==> src/common/mcu_cfg.svh <==
// sizing and interrupt bit positions for the power-management block
// include wherever domain counts or vector positions are needed

`ifndef MCU_CFG_SVH
`define MCU_CFG_SVH

// power domains, banks are the last indices
`define MCU_NUM_DOMAINS 4
`define MCU_NUM_BANKS 2

`define MCU_NUM_FAST_IRQ 15

// core interrupt vector positions
`define MCU_IRQ_MSIP 3
`define MCU_IRQ_MTIP 7
`define MCU_IRQ_MEIP 11
`define MCU_IRQ_FAST_LSB 16

`endif

==> src/common/mcu_pkg.sv <==
// types shared by the power controller, the sequencers and the interrupt packer
// import with mcu_pkg::* in the module header

`include "mcu_cfg.svh"

package mcu_pkg;

  // all bits active low, all high means domain fully on
  typedef struct packed {
    logic pwrgate_en_n;
    logic isogate_en_n;
    logic rst_n;
    logic clkgate_en_n;
    logic retentive_en_n;
  } pwr_ctrl_out_t;

  typedef pwr_ctrl_out_t [`MCU_NUM_DOMAINS-1:0] pwr_ctrl_out_arr_t;

  typedef enum logic [1:0] {
    PWR_CMD_NONE,
    PWR_CMD_OFF,
    PWR_CMD_ON,
    PWR_CMD_RET
  } pwr_cmd_e;

  typedef enum logic [1:0] {
    DOM_CPU,
    DOM_PERIPH,
    DOM_BANK0,
    DOM_BANK1
  } domain_e;

  typedef enum logic [3:0] {
    SEQ_ON,
    SEQ_CLK_OFF,
    SEQ_ISO,
    SEQ_RST,
    SEQ_SWITCH_OFF,
    SEQ_OFF,
    SEQ_SWITCH_ON,
    SEQ_RST_REL,
    SEQ_ISO_REL,
    SEQ_RET,
    SEQ_RET_EXIT
  } seq_state_e;

  typedef struct packed {
    logic       sw;
    logic       ext;
    logic [3:0] timer;
    logic       dma_done;
    logic       spi;
    logic       spi_flash;
    logic [7:0] gpio_ao;
  } irq_src_t;

endpackage

==> src/power/domain_sequencer.sv <==
// gating sequence for one power domain, steps one control bit per cycle
// and waits on the power-switch acknowledge, done pulses at the end

`timescale 1ns/1ps
`include "mcu_cfg.svh"

module domain_sequencer
  import mcu_pkg::*;
(
  input  logic          clk_i,
  input  logic          rst_n_i,
  input  logic          start_i,
  input  pwr_cmd_e      cmd_i,
  input  logic          ack_n_i,
  output pwr_ctrl_out_t ctrl_o,
  output seq_state_e    state_o,
  output logic          done_o
);

  seq_state_e    state_q;
  seq_state_e    state_d;
  pwr_ctrl_out_t ctrl_q;
  pwr_ctrl_out_t ctrl_d;
  pwr_cmd_e      cmd_q;
  logic          done_q;
  logic          done_d;

  always_comb begin
    state_d = state_q;
    ctrl_d  = ctrl_q;
    done_d  = 1'b0;
    case (state_q)
      SEQ_ON: begin
        // off and retention both start by stopping the clock
        if (start_i && (cmd_i == PWR_CMD_OFF || cmd_i == PWR_CMD_RET)) begin
          state_d             = SEQ_CLK_OFF;
          ctrl_d.clkgate_en_n = 1'b0;
        end
      end
      SEQ_CLK_OFF: begin
        if (cmd_q == PWR_CMD_RET) begin
          state_d               = SEQ_RET;
          ctrl_d.retentive_en_n = 1'b0;
          done_d                = 1'b1;
        end else begin
          state_d             = SEQ_ISO;
          ctrl_d.isogate_en_n = 1'b0;
        end
      end
      SEQ_ISO: begin
        state_d      = SEQ_RST;
        ctrl_d.rst_n = 1'b0;
      end
      SEQ_RST: begin
        state_d             = SEQ_SWITCH_OFF;
        ctrl_d.pwrgate_en_n = 1'b0;
      end
      SEQ_SWITCH_OFF: begin
        // a bank switched off from retention drops retention here
        if (!ack_n_i) begin
          state_d               = SEQ_OFF;
          ctrl_d.retentive_en_n = 1'b1;
          done_d                = 1'b1;
        end
      end
      SEQ_OFF: begin
        if (start_i && cmd_i == PWR_CMD_ON) begin
          state_d             = SEQ_SWITCH_ON;
          ctrl_d.pwrgate_en_n = 1'b1;
        end
      end
      SEQ_SWITCH_ON: begin
        if (ack_n_i) begin
          state_d      = SEQ_RST_REL;
          ctrl_d.rst_n = 1'b1;
        end
      end
      SEQ_RST_REL: begin
        state_d             = SEQ_ISO_REL;
        ctrl_d.isogate_en_n = 1'b1;
      end
      SEQ_ISO_REL, SEQ_RET_EXIT: begin
        state_d             = SEQ_ON;
        ctrl_d.clkgate_en_n = 1'b1;
        done_d              = 1'b1;
      end
      SEQ_RET: begin
        if (start_i && cmd_i == PWR_CMD_ON) begin
          state_d               = SEQ_RET_EXIT;
          ctrl_d.retentive_en_n = 1'b1;
        end else if (start_i && cmd_i == PWR_CMD_OFF) begin
          // clock already gated
          state_d             = SEQ_ISO;
          ctrl_d.isogate_en_n = 1'b0;
        end
      end
      default: state_d = SEQ_ON;
    endcase
  end

  always_ff @(posedge clk_i) begin
    if (!rst_n_i) begin
      state_q <= SEQ_ON;
      ctrl_q  <= '1;
      cmd_q   <= PWR_CMD_NONE;
      done_q  <= 1'b0;
    end else begin
      state_q <= state_d;
      ctrl_q  <= ctrl_d;
      done_q  <= done_d;
      if (start_i) begin
        cmd_q <= cmd_i;
      end
    end
  end

  assign ctrl_o  = ctrl_q;
  assign state_o = state_q;
  assign done_o  = done_q;

endmodule

==> src/power/power_ctrl.sv <==
// accepts power commands, checks them against the target's state and
// starts one domain sequencer at a time, wake requests become a CPU power-on

`timescale 1ns/1ps
`include "mcu_cfg.svh"

module power_ctrl
  import mcu_pkg::*;
(
  input  logic                               clk_i,
  input  logic                               rst_n_i,
  input  logic                               cmd_valid_i,
  input  pwr_cmd_e                           cmd_i,
  input  domain_e                            domain_i,
  input  logic                               wake_i,
  input  seq_state_e [`MCU_NUM_DOMAINS-1:0]  seq_state_i,
  input  logic [`MCU_NUM_DOMAINS-1:0]        seq_done_i,
  output logic [`MCU_NUM_DOMAINS-1:0]        seq_start_o,
  output pwr_cmd_e                           seq_cmd_o,
  output logic                               busy_o
);

  logic       busy_q;
  domain_e    active_q;
  seq_state_e target_state;
  logic       is_bank;
  logic       cmd_legal;
  logic       take_cmd;
  logic       take_wake;
  logic       accept;
  domain_e    target;

  assign target_state = seq_state_i[domain_i];
  assign is_bank = int'(domain_i) >= (`MCU_NUM_DOMAINS - `MCU_NUM_BANKS);

  // only banks may retain, and only from fully on
  always_comb begin
    case (cmd_i)
      PWR_CMD_OFF: cmd_legal = target_state != SEQ_OFF;
      PWR_CMD_ON:  cmd_legal = target_state != SEQ_ON;
      PWR_CMD_RET: cmd_legal = is_bank && (target_state == SEQ_ON);
      default:     cmd_legal = 1'b0;
    endcase
  end

  // an explicit command wins over a pending wake
  assign take_cmd  = cmd_valid_i && !busy_q && cmd_legal;
  assign take_wake = wake_i && !busy_q && !take_cmd;
  assign accept    = take_cmd || take_wake;
  assign target    = take_cmd ? domain_i : DOM_CPU;
  assign seq_cmd_o = take_cmd ? cmd_i : PWR_CMD_ON;

  always_comb begin
    for (int d = 0; d < `MCU_NUM_DOMAINS; d++) begin
      seq_start_o[d] = accept && (int'(target) == d);
    end
  end

  always_ff @(posedge clk_i) begin
    if (!rst_n_i) begin
      busy_q   <= 1'b0;
      active_q <= DOM_CPU;
    end else if (accept) begin
      busy_q   <= 1'b1;
      active_q <= target;
    end else if (busy_q && seq_done_i[active_q]) begin
      busy_q <= 1'b0;
    end
  end

  assign busy_o = busy_q;

endmodule

==> src/source/irq_vector.sv <==
// packs the interrupt sources into the core's 32-bit vector and fast field
// masks peripheral sources under isolation and flags wake for an off CPU

`timescale 1ns/1ps
`include "mcu_cfg.svh"

module irq_vector
  import mcu_pkg::*;
(
  input  irq_src_t    src_i,
  input  logic        periph_iso_n_i,
  input  logic        cpu_off_i,
  output logic [31:0] irq_o,
  output logic        wake_o
);

  logic [`MCU_NUM_FAST_IRQ-1:0] fast;
  logic                         sw_m;
  logic                         ext_m;
  logic                         timer2_m;
  logic                         timer3_m;
  logic                         spi_m;

  // peripheral domain sources read zero while it is isolated
  assign sw_m     = src_i.sw && periph_iso_n_i;
  assign ext_m    = src_i.ext && periph_iso_n_i;
  assign timer2_m = src_i.timer[2] && periph_iso_n_i;
  assign timer3_m = src_i.timer[3] && periph_iso_n_i;
  assign spi_m    = src_i.spi && periph_iso_n_i;

  // top fast bit unused
  assign fast = {
    1'b0,
    src_i.gpio_ao,
    src_i.spi_flash,
    spi_m,
    src_i.dma_done,
    timer3_m,
    timer2_m,
    src_i.timer[1]
  };

  always_comb begin
    irq_o = '0;
    irq_o[`MCU_IRQ_MSIP] = sw_m;
    irq_o[`MCU_IRQ_MTIP] = src_i.timer[0];
    irq_o[`MCU_IRQ_MEIP] = ext_m;
    irq_o[`MCU_IRQ_FAST_LSB +: `MCU_NUM_FAST_IRQ] = fast;
  end

  assign wake_o = cpu_off_i && (|irq_o);

endmodule

==> src/source/mini_mcu_top.sv <==
// power-management top: control, one sequencer per domain and the interrupt
// packer, with the debug reset merged into every domain reset

`timescale 1ns/1ps
`include "mcu_cfg.svh"

module mini_mcu_top
  import mcu_pkg::*;
(
  input  logic                          clk_i,
  input  logic                          rst_n_i,
  input  logic                          debug_reset_n_i,
  input  logic                          pwr_cmd_valid_i,
  input  pwr_cmd_e                      pwr_cmd_i,
  input  domain_e                       pwr_domain_i,
  input  logic [`MCU_NUM_DOMAINS-1:0]   pwr_ack_n_i,
  input  logic                          core_sleep_i,
  input  irq_src_t                      irq_src_i,
  output pwr_ctrl_out_arr_t             pwr_ctrl_o,
  output logic                          pwr_busy_o,
  output logic [31:0]                   irq_o
);

  pwr_ctrl_out_arr_t                 seq_ctrl;
  seq_state_e [`MCU_NUM_DOMAINS-1:0] seq_state;
  logic [`MCU_NUM_DOMAINS-1:0]       seq_start;
  logic [`MCU_NUM_DOMAINS-1:0]       seq_done;
  pwr_cmd_e                          seq_cmd;
  logic                              cpu_off;
  logic                              irq_wake;
  logic                              wake;

  assign cpu_off = seq_state[DOM_CPU] == SEQ_OFF;
  // wake only a sleeping core or a switched-off CPU domain
  assign wake = irq_wake && (core_sleep_i || cpu_off);

  power_ctrl u_power_ctrl (
    .clk_i       (clk_i),
    .rst_n_i     (rst_n_i),
    .cmd_valid_i (pwr_cmd_valid_i),
    .cmd_i       (pwr_cmd_i),
    .domain_i    (pwr_domain_i),
    .wake_i      (wake),
    .seq_state_i (seq_state),
    .seq_done_i  (seq_done),
    .seq_start_o (seq_start),
    .seq_cmd_o   (seq_cmd),
    .busy_o      (pwr_busy_o)
  );

  for (genvar i = 0; i < `MCU_NUM_DOMAINS; i++) begin : g_dom
    domain_sequencer u_seq (
      .clk_i   (clk_i),
      .rst_n_i (rst_n_i),
      .start_i (seq_start[i]),
      .cmd_i   (seq_cmd),
      .ack_n_i (pwr_ack_n_i[i]),
      .ctrl_o  (seq_ctrl[i]),
      .state_o (seq_state[i]),
      .done_o  (seq_done[i])
    );
  end

  // domain reset also follows the debug module's reset
  always_comb begin
    pwr_ctrl_o = seq_ctrl;
    for (int d = 0; d < `MCU_NUM_DOMAINS; d++) begin
      pwr_ctrl_o[d].rst_n = seq_ctrl[d].rst_n && debug_reset_n_i;
    end
  end

  irq_vector u_irq_vector (
    .src_i          (irq_src_i),
    .periph_iso_n_i (seq_ctrl[DOM_PERIPH].isogate_en_n),
    .cpu_off_i      (cpu_off),
    .irq_o          (irq_o),
    .wake_o         (irq_wake)
  );

endmodule

==> config.mk <==
export PLATFORM = sky130hd
export DESIGN_NAME = mini_mcu_top
export DESIGN_NICKNAME = d
export VERILOG_FILES = /design/src/common/mcu_pkg.sv /design/src/power/domain_sequencer.sv /design/src/power/power_ctrl.sv /design/src/source/irq_vector.sv /design/src/source/mini_mcu_top.sv
export VERILOG_INCLUDE_DIRS = /design/src /design/src/common
export SDC_FILE = /design/constraint.sdc
export NUM_CORES = 1
export LEC_CHECK = 0
export BUFFER_PORTS_ARGS = -buffer_cell sky130_fd_sc_hd__buf_2
export CORE_MARGIN = 2
export CORE_UTILIZATION = 54
export CTS_CLUSTER_DIAMETER = 60
export DETAILED_ROUTE_END_ITERATION = 10
export GPL_TIMING_DRIVEN = 1
export HOLD_SLACK_MARGIN = 0.1
export PLACE_DENSITY_LB_ADDON = 0.05
export SLEW_MARGIN = 20
export SYNTH_ARGS = -nofsm -noshare
export SYNTH_HDL_FRONTEND = slang
export SYNTH_SLANG_ARGS = --single-unit
==> constraint.sdc <==
create_clock -name clk_i -period 3.2 [get_ports clk_i]
set_input_delay 0.64 -clock clk_i [delete_from_list [all_inputs] [get_ports clk_i]]
set_output_delay 0.64 -clock clk_i [all_outputs]
set_load 0.02 [all_outputs]
Yosys cells after proc, flatten, opt, wreduce, memory -nomap -nowiden
Index checks and enable logic that the tools add are counted.

$lt $le $gt $ge: 3. Equal/unequal tests: 94. Mux-type cells: 105. Reductions and logical operators: 95.

Operators with widths (count): $pmux W4 S9 (4); $mux W4 (29); $eq A4 B3 Y1 const B (16); $eq A4 B4 Y1 const B (12); $mux W1 (43); $ne A2 B1 Y1 const B (20); $pmux W1 S3 (13); $logic_and A1 B1 Y1 (33); $eq A4 B2 Y1 const B (8); $ne A2 B2 Y1 const B (16); $reduce_and A4 Y1 (8); $reduce_bool A2 Y1 (13); $pmux W1 S2 (12); $reduce_and A2 Y1 (12); $reduce_bool A3 Y1 (8); $eq A2 B2 Y1 const B (10); $logic_not A4 Y1 (5); $reduce_and A5 Y1 (4); $reduce_or A17 Y1 (1); $eq A4 B1 Y1 const B (4); $ne A3 B1 Y1 const B (4); $bmux W4 S2 (1); $reduce_or A2 Y1 (4); $eq A2 B1 Y1 const B (3); other kinds (9) (14).

Bits in registers: 51. Bits of input ports: 30. Output and inout port bits: 53. Logic and storage cells: 331.

Depth between registers and ports, before layout
Gate-level depths: netlist (run 1).

Word-level depth: 14. Gate-level depth with buffers: 8. Mapped depth without buffers: 6.

Modules after synthesis
From an unflattened synthesis (run 1), not the netlist that was laid out.

Cell total of the unflattened synthesis: 381. Area total of the unflattened synthesis: 3392.0 um^2.

By module, submodules not included: domain_sequencer (times used 4, cells each 73, area an instance 664.4 um^2, sequential area each 240.2 um^2); power_ctrl (times used 1, cells each 38, area an instance 369.1 um^2, sequential area each 60.1 um^2); irq_vector (times used 1, cells each 45, area an instance 320.3 um^2, sequential area each 0.0 um^2); mini_mcu_top (times used 1, cells each 6, area an instance 45.0 um^2, sequential area each 0.0 um^2).

Least setup slack after synthesis (run 1)
No wires, ideal clock.

Kind: input -> register. Start point: input port pwr_domain_i[0]. End point: register g_dom[3].u_seq.ctrl_q, in the netlist g_dom[3].u_seq.ctrl_o[1]. Setup time: 0.122 ns. Data arrival time: 2.557 ns. Required time: 3.078 ns. Slack: 0.521 ns. Stages on the path: 7. Path buffers: 1. Cells stage by stage: buf_2 -> inv_2 -> mux4_2 -> o22ai_4 -> o211ai_4 -> or4b_1 -> a221o_1.

Longest elaborated chain between the ends: 13. Elaborated cells on any way between the ends: 22. Classes of those cells: order compare (1); eq/ne (5); mux (5); reduce/logical (11).

Ends and longest elaborated chain: from (decl) (line mini_mcu_top.sv:15) `input domain_e pwr_domain_i,`; parallel branches: the longest is 10 deep, another holds $bmux W4 S2; $logic_and A1 B1 Y1 * (line domain_sequencer.sv:35) `if (start_i && (cmd_i == PWR_CMD_OFF || cmd_i == PWR_CMD_RET)) begin`; $ne A2 B1 Y1 (no line) *; $reduce_and A2 Y1 (no line) *; to (signal assigned) (line domain_sequencer.sv:109) `ctrl_q <= ctrl_d;`; to (decl) (line domain_sequencer.sv:22) `pwr_ctrl_out_t ctrl_q;`.

Mark *: on every way between the ends. The select of a mux whose other input is x is not followed. A chain may end at the register's enable or synchronous reset.

Final worst setup path (run 1)
Start point: register g_dom[1].u_seq.state_q[1]. End point: register g_dom[3].u_seq.ctrl_q, in the netlist g_dom[3].u_seq.ctrl_o[1].

Longest elaborated chain between the ends: 13. Elaborated cells on any way between the ends: 21. Classes of those cells: eq/ne (5); mux (5); reduce/logical (11).

Ends and longest elaborated chain: from (decl) (line domain_sequencer.sv:20) `seq_state_e state_q;`; from (signal assigned) (line domain_sequencer.sv:108) `state_q <= state_d;`; $bmux W4 S2 * (line power_ctrl.sv:33) `assign target_state = seq_state_i[domain_i];`; $mux W4 (not written as such) * (line power_ctrl.sv:33); $logic_not A4 Y1 (line power_ctrl.sv:41) `PWR_CMD_RET: cmd_legal = is_bank && (target_state == SEQ_ON);`; $logic_and A1 B1 Y1 (line power_ctrl.sv:41); $pmux W1 S3 * (line power_ctrl.sv:38) `case (cmd_i)`; $logic_and A1 B1 Y1 * (line power_ctrl.sv:47) `assign take_cmd = cmd_valid_i && !busy_q && cmd_legal;`; parallel branches: the longest is 4 deep, another holds $mux W2; $logic_and A1 B1 Y1 * (line domain_sequencer.sv:35); $ne A2 B1 Y1 (no line) *; $reduce_and A2 Y1 (no line) *.

Marked as above.

==> metrics.md, run 1 <==
| Metric | Value |
|---|---|
| Hold endpoint | g_dom[3].u_seq.ctrl_o[3]$_SDFFE_PN1P_ |
| Largest net degree at the start of global routing | 36 |
| PD cells | 417 mW/mm^2 |
| Final ANT Viol Nets | 0 |
| First-pass GRT wire length | 13700 um |
| R2r worst-path depth | 6 |
| Crit-path max cell delay | 0.55 ns |
| Syn. warnings | 0 |
| Critical Path Fanout Max | 17 |
| RSZ-0062 raised after global routing | false |
| Synth Area in XOR/XNOR | 0.0206 |
| CP bufs+invs | 0 |
| DIE AREA | 0.00695 mm^2 |
| Critical path, cell by cell | or2_1 -> mux4_2 -> o22ai_4 -> o211ai_4 -> or4b_1 -> a221o_1 |
| N_diodes | 0 |
| Tot GR Track Use | 0.239 |
| Dpl cells | 533 |
| Mux share of post-synthesis cell area | 0.0567 |
| Post-synthesis sequential element count | 51 |
| Most common cell in the synthesized netlist | dfxtp_1 |
| Critical Path AT | 2.72 ns |
| Row Count | 28 |
| Vias in the first global route | 2774 |
| Nets | 495 |
| Final Non-Filler Cells | 541 |
| Simple logic cell fraction of the synthesized area | 0.270 |
| Final Wtd Congestion | 0.873 |
| Iter 0 DRT Violations | 151 |
| Max cap viols | 0 |
| DR pass1 iterations | 5 |
| Mapped cell area | 0.00340 mm^2 |
| Min-Delay Path Depth | 1 |
| Outcome | finished, final reports clean |
| Synthesis-to-finish area growth | 6.11% |
| Synth cell count leaders | 51 x dfxtp_1, 48 x buf_4, 46 x nand2_1, 44 x nor2_1, 32 x o21ai_0 |
| Sequential area share after synthesis | 0.300 |
| Slew margin rel. | 0.644 |
| Drt drc | 0 |
| Power Total | 1500 uW |
| Top Ports | 83 |
| Fin. Hold Viols | 0 |
| Worst setup SP type | register |
| CTS Root Cell | clkbuf_8 |
| CP Capture Type | register |
| Synth Area in Adders | 0 |
| Final setup fails | 0 |
| Number of enable flip-flop cells after synthesis | 0 |
| Most used DFF post-synth | dfxtp_1 |
| Leakage | 0.00141 uW |
| Clk pin slew, worst setup/hold paths | 0.09 ns |
| Insertion delay to the later sink of the worst-skew pair | 0.31 ns |
| Post-DP Area | 0.00351 mm^2 |
| Worst VDD drop | 0.375 mV |
| Synth Area in Compound Gates | 0.205 |
| Slowest stage cell on the critical path | mux4_2 |
| Die Width | 83.4 um |
| Worst Hold Launch | g_dom[3].u_seq.ctrl_o[3]$_SDFFE_PN1P_ |
| Setup TNS Final | 0 ns |
| Die Y | 83.4 um |
| Post-Synthesis Mean Instance Area | 7.76 um^2 |
| Drt via density | 5.76 |
| Hold buffer count at cts | 0 |
| Worst R2R Setup Slack | 0.68 ns |
| Area fraction of the dominant cell type after synthesis | 0.300 |
| Fmax | 397 MHz |
| Post-CTS sizing | 0 |
| Crit share post-route | 0.786 |
| Core area | 0.00599 mm^2 |
| Largest family of logic cells by synthesized area | simple AND/OR/NAND/NOR gates |
| Fraction of layout cells with a size suffix above 1 | 0.215 |
| Hpwl dp | 6060 um |
| # port buffers | 66 |
| Crit path kind | reg -> reg |
| DR vias | 3115 |
| Synth area leaders | dfxtp_1 30%, buf_4 11%, nand2_1 5.1%, nor2_1 4.9%, o21ai_0 4.7% |
| Initial Utilization | 0.568 |
| HP Class | reg -> reg |
| Post-DR wirelength/cell | 15.1 um |
| Worst R2R End | g_dom[3].u_seq.ctrl_o[1]$_SDFFE_PN1P_ |
| Clock Skew | 0.00627 ns |
| Fill cells | 574 |
| Cell taking the most area after synthesis | dfxtp_1 |
| Fin area | 0.00361 mm^2 |
| Setup repair bufs after CTS | 0 |
| Max Slew Vio Count | 0 |
| Initial antenna violation count | 0 |
| CTS Buf Count | 5 |
| Grt total ovfl | 0 |
| Post-synth cell types | 61 |
| RR Startpoint | g_dom[1].u_seq.state_o[1]$_SDFFE_PN0P_ |
| Top delay family on crit path | simple AND/OR/NAND/NOR gates |
| Crit path required time | 3.40 ns |
| Total Routed Length | 8190 um |
| Worst Tran Pin Value | 0.534 ns |
| Post-route minimum period | 2.52 ns |
| CTS tree | done |
| CTS sink count | 51 |
| Clock tree buffer depth | 2 |
| Mapped Cells | 438 |
| H-tree depth | 2 |
| Async SR Flop Fraction | 0 |
==> state kept, by name (all words and copies together) (netlist names) <==
register,cells
g_dom.u_seq.ctrl_o,20
g_dom.u_seq.state_o,16
g_dom.u_seq.cmd_q,8
g_dom.u_seq.done_o,4
u_power_ctrl.active_q,2
u_power_ctrl.busy_o,1
==> cell usage in the layout, fill, tap and decap left out, drive strengths merged, types with 4 or more instances in the layout <==
cell type | netlist | final
a211oi | 4 | 4
a21oi | 20 | 20
a31oi | 11 | 11
and2 | 11 | 11
and3 | 6 | 6
buf | 54 | 79
clkbuf | 19 | 8
conb | 1 | 15
dfxtp | 51 | 51
inv | 9 | 9
mux2i | 8 | 8
mux4 | 5 | 5
nand2 | 46 | 46
nand2b | 7 | 7
nand3 | 9 | 9
nand3b | 6 | 6
nand4 | 4 | 4
nor2 | 44 | 44
nor2b | 11 | 11
nor3 | 7 | 7
nor4 | 5 | 5
nor4b | 4 | 4
o211ai | 6 | 6
o21ai | 33 | 33
o31ai | 5 | 5
or2 | 9 | 9
xnor2 | 4 | 4
xor2 | 4 | 4
==> area by class of cell <==
type	count	area, um^2	area share
multi-input cells	319	1930	0.535
inverters	9	33.8	0.00936
well taps	75	93.8	0.0260
repair buffers	79	428	0.119
clock buffers	8	100	0.0277
flip-flops and latches	51	1020	0.283
==> kinds of logic after synthesis <==
kind of cell | Yosys count
and+or+nand+nor | 178
buffers and inverters | 82
AOI/OAI and AO/OA | 105
DFF | 51
xor gates and xnor gates | 8
other | 1
muxes | 13
==> power breakdown <==
group / switching, uW / total, uW / internal [uW]
registers: 61.4 / 733 / 671
clock network: 212 / 410 / 198
logic: 218 / 362 / 144
==> layer usage <==
| metal | global-route usage | routed length [um] | up-vias | share of wire |
|---|---|---|---|---|
| li1 | - | - | 1545 | - |
| met1 | 0.338 | 3730 | 1443 | 0.46 |
| met2 | 0.374 | 3800 | 116 | 0.46 |
| met3 | 0.0398 | 545 | 11 | 0.067 |
| met4 | 0.0700 | 112 | 0 | 0.014 |
| met5 | 0 | 0 | - | 0 |
==> metrics by stage <==
stage,utilization,worst slack (ns),hold slack (ns)
after floorplan,-,0.521,0.427
after global placement,0.586,0.458,0.433
after detailed placement,0.586,0.449,0.439
after CTS,0.602,0.697,0.461
after global routing,0.602,0.526,0.485
final,0.602,0.684,0.456
==> worst max path at each step <==
stage	depth (start not counted)	endpoint	startpoint
after global placement	7	g_dom[3].u_seq.ctrl_o[1]$_SDFFE_PN1P_	pwr_domain_i[0]
after floorplan	7	g_dom[3].u_seq.ctrl_o[1]$_SDFFE_PN1P_	pwr_domain_i[0]
after detailed placement	7	g_dom[3].u_seq.ctrl_o[1]$_SDFFE_PN1P_	pwr_domain_i[0]
after CTS	6	g_dom[3].u_seq.ctrl_o[1]$_SDFFE_PN1P_	g_dom[1].u_seq.state_o[1]$_SDFFE_PN0P_
final	6	g_dom[3].u_seq.ctrl_o[1]$_SDFFE_PN1P_	g_dom[1].u_seq.state_o[1]$_SDFFE_PN0P_
after global routing	6	g_dom[1].u_seq.state_o[0]$_SDFFE_PN0P_	g_dom[1].u_seq.state_o[1]$_SDFFE_PN0P_
==> worst register-to-register path: cells and delay by family (launching register included) <==
kind             cells  cell delay (ns)
AND/OR/NAND/NOR      2             0.77
AO/OA/AOI/OAI        3             0.61
multiplexers         1             0.55
flip-flops           1             0.48
No activity file was read; power rests on OpenSTA's default activity.
==> run 2: changes to the inputs <==
==> constraint.sdc (replaced) <==
create_clock -name clk_i -period 2.59 [get_ports clk_i]
set_input_delay 0.518 -clock clk_i [delete_from_list [all_inputs] [get_ports clk_i]]
set_output_delay 0.518 -clock clk_i [all_outputs]
set_load 0.02 [all_outputs]
==> run 2 against run 1 <==
  * Clock power increased by 43%
  * Critical path depth stayed put
  * Register-to-register slack got worse by 0.46 ns
  * Routed wire length up 0.85%
  * Sequential share of layout area fell by 0.93 points
  * Fmax is 6.5% higher
  * Core utilization is 2.0 points higher
  * Setup slack lost 0.46 ns
  * Total power rose by 31%
  * Critical path type unchanged
  * Largest power group unchanged
  * Highest routed layer unchanged
==> metrics.md, run 2 (synthesis gave the netlist of run 1 again) <==
| Metric | Value |
|---|---|
| Outcome | finished, final reports clean |
| CTS Root Cell | clkbuf_8 |
| Setup repair bufs after CTS | 0 |
| Worst R2R Setup Slack | 0.23 ns |
| Max FFs per register | 20 |
| Final Wtd Congestion | 0.914 |
| Crit path required time | 2.82 ns |
| Clock Skew | 0.0108 ns |
| R2r worst-path depth | 6 |
| Leakage | 0.00149 uW |
| Post-DR wirelength/cell | 14.9 um |
| Most common cell after layout, fill and taps aside | buf_2 |
| Multi-input gate area | 0.00193 mm^2 |
| Seq. cell area | 0.00102 mm^2 |
| Commonest non-fill, non-tap cells in the layout | 66 x buf_2, 51 x dfxtp_1, 46 x nand2_1 |
| CTS sink count | 51 |
| Total Routed Length | 8260 um |
| Die Width | 83.4 um |
| Tot GR Track Use | 0.238 |
| Pre-CTS setup slack | 0.0369 ns |
| CP Capture Type | register |
| CTS tree | done |
| Worst setup SP type | register |
| Min-Delay Path Depth | 1 |
| Worst R2R End | g_dom[1].u_seq.ctrl_o[4]$_SDFFE_PN1P_ |
| Iter 0 DRT Violations | 208 |
| First-pass GRT wire length | 13600 um |
| H-tree depth | 2 |
| Setup TNS Final | 0 ns |
| RR Startpoint | g_dom[3].u_seq.state_o[0]$_SDFFE_PN0P_ |
| Drt via density | 5.76 |
| Critical Path Fanout Max | 11 |
| HP Class | reg -> reg |
| Post-DP Area | 0.00361 mm^2 |
| Clock tree buffer depth | 2 |
| Insertion delay to the later sink of the worst-skew pair | 0.31 ns |
| Fin area | 0.00373 mm^2 |
| Initial antenna violation count | 0 |
| Core area | 0.00599 mm^2 |
| Hold endpoint | g_dom[3].u_seq.ctrl_o[3]$_SDFFE_PN1P_ |
| Worst Hold Launch | g_dom[3].u_seq.ctrl_o[3]$_SDFFE_PN1P_ |
| Vias in the first global route | 2826 |
| Max cap viols | 0 |
| Post-CTS sizing | 0 |
| Initial Utilization | 0.568 |
| Final ANT Viol Nets | 0 |
| Fill cells | 554 |
| RSZ-0062 raised after global routing | false |
| Hpwl dp | 6180 um |
| Row Count | 28 |
| Worst setup margin | 0.228 ns |
| Max Slew Vio Count | 0 |
| CTS Buf Count | 5 |
| Hold_ws | 0.464 ns |
| DR pass1 iterations | 5 |
| Synthesis-to-finish area growth | 9.71% |
| Fin. Hold Viols | 0 |
| Die Y | 83.4 um |
| DR vias | 3198 |
| Hold buffer count at cts | 0 |
| Grt total ovfl | 0 |
| Final setup fails | 0 |
| Drt drc | 0 |
| Crit path kind | reg -> reg |
| # port buffers | 66 |
| PD cells | 528 mW/mm^2 |
| Largest net degree at the start of global routing | 36 |
| Fraction of layout cells with a size suffix above 1 | 0.240 |
| Fmax | 423 MHz |
| Top Ports | 83 |
| Nets | 509 |
| Crit share post-route | 0.912 |
| Power Total | 1970 uW |
| Post-route minimum period | 2.36 ns |
| Clk pin slew, worst setup/hold paths | 0.10 ns |
| N_diodes | 0 |
| Critical Path AT | 2.59 ns |
| Worst VDD drop | 0.352 mV |
| DIE AREA | 0.00695 mm^2 |
[run 2: changes by cell type in the layout (fill, tap and decap cells not counted)]
cell and change:
bufinv_16 +1, clkbuf_8 -1, buf_4 +14, clkbuf_1 -1, clkinv_2 +1
[run 2: how the worst max path moves through the flow]
stage	startpoint	endpoint	slack (ns)	depth (start not counted)
2_1_floorplan	pwr_domain_i[0]	g_dom[3].u_seq.ctrl_o[1]$_SDFFE_PN1P_	0.03	7
3_3_place_gp	pwr_domain_i[0]	g_dom[3].u_seq.ctrl_o[1]$_SDFFE_PN1P_	0.05	7
3_5_place_dp	pwr_domain_i[0]	g_dom[3].u_seq.ctrl_o[1]$_SDFFE_PN1P_	0.04	7
4_1_cts	g_dom[3].u_seq.state_o[0]$_SDFFE_PN0P_	g_dom[1].u_seq.ctrl_o[4]$_SDFFE_PN1P_	0.26	6
5_1_grt	g_dom[3].u_seq.state_o[0]$_SDFFE_PN0P_	g_dom[1].u_seq.ctrl_o[4]$_SDFFE_PN1P_	0.13	6
6_report	g_dom[3].u_seq.state_o[0]$_SDFFE_PN0P_	g_dom[1].u_seq.ctrl_o[4]$_SDFFE_PN1P_	0.23	6
[run 2: critical path, cell delays in order, from the launching register on]
cell     delay, ns
dfxtp_1       0.54
nor2_1        0.16
mux4_2        0.52
a31oi_1       0.23
o21ai_1       0.18
or3_1         0.41
o31ai_1       0.23
[run 2: layout make-up]
type / count / area share
clock buffers: 6 / 0.0221
clock inverters: 2 / 0.00939
inverters: 9 / 0.00905
multi-input cells: 319 / 0.518
flip-flops and latches: 51 / 0.274
well taps: 75 / 0.0252
repair buffers: 93 / 0.143
[run 2: report_power, final]
part / internal (uW) / total [uW] / leakage (uW) / switching, uW
Clock: 313 / 587 / 0.0000612 / 274
Sequential: 830 / 869 / 0.000414 / 38.9
Combinational: 202 / 514 / 0.00101 / 313
Total: 1340 / 1970 / 0.00149 / 625
[run 2: stage by stage]
step	std cells	utilization
after floorplan	452	-
after global placement	547	0.603
after detailed placement	547	0.603
after global routing	555	0.623
after CTS	555	0.623
final	555	0.623
[run 2: metal layers]
metal | vias up | wire [um] | share of wire | global-route usage
met3 | 8 | 499 | 0.060 | 0.0497
met5 | - | 0 | 0 | 0
li1 | 1583 | - | - | -
met2 | 119 | 3890 | 0.47 | 0.378
met4 | 0 | 85 | 0.010 | 0.0566
met1 | 1488 | 3790 | 0.46 | 0.330
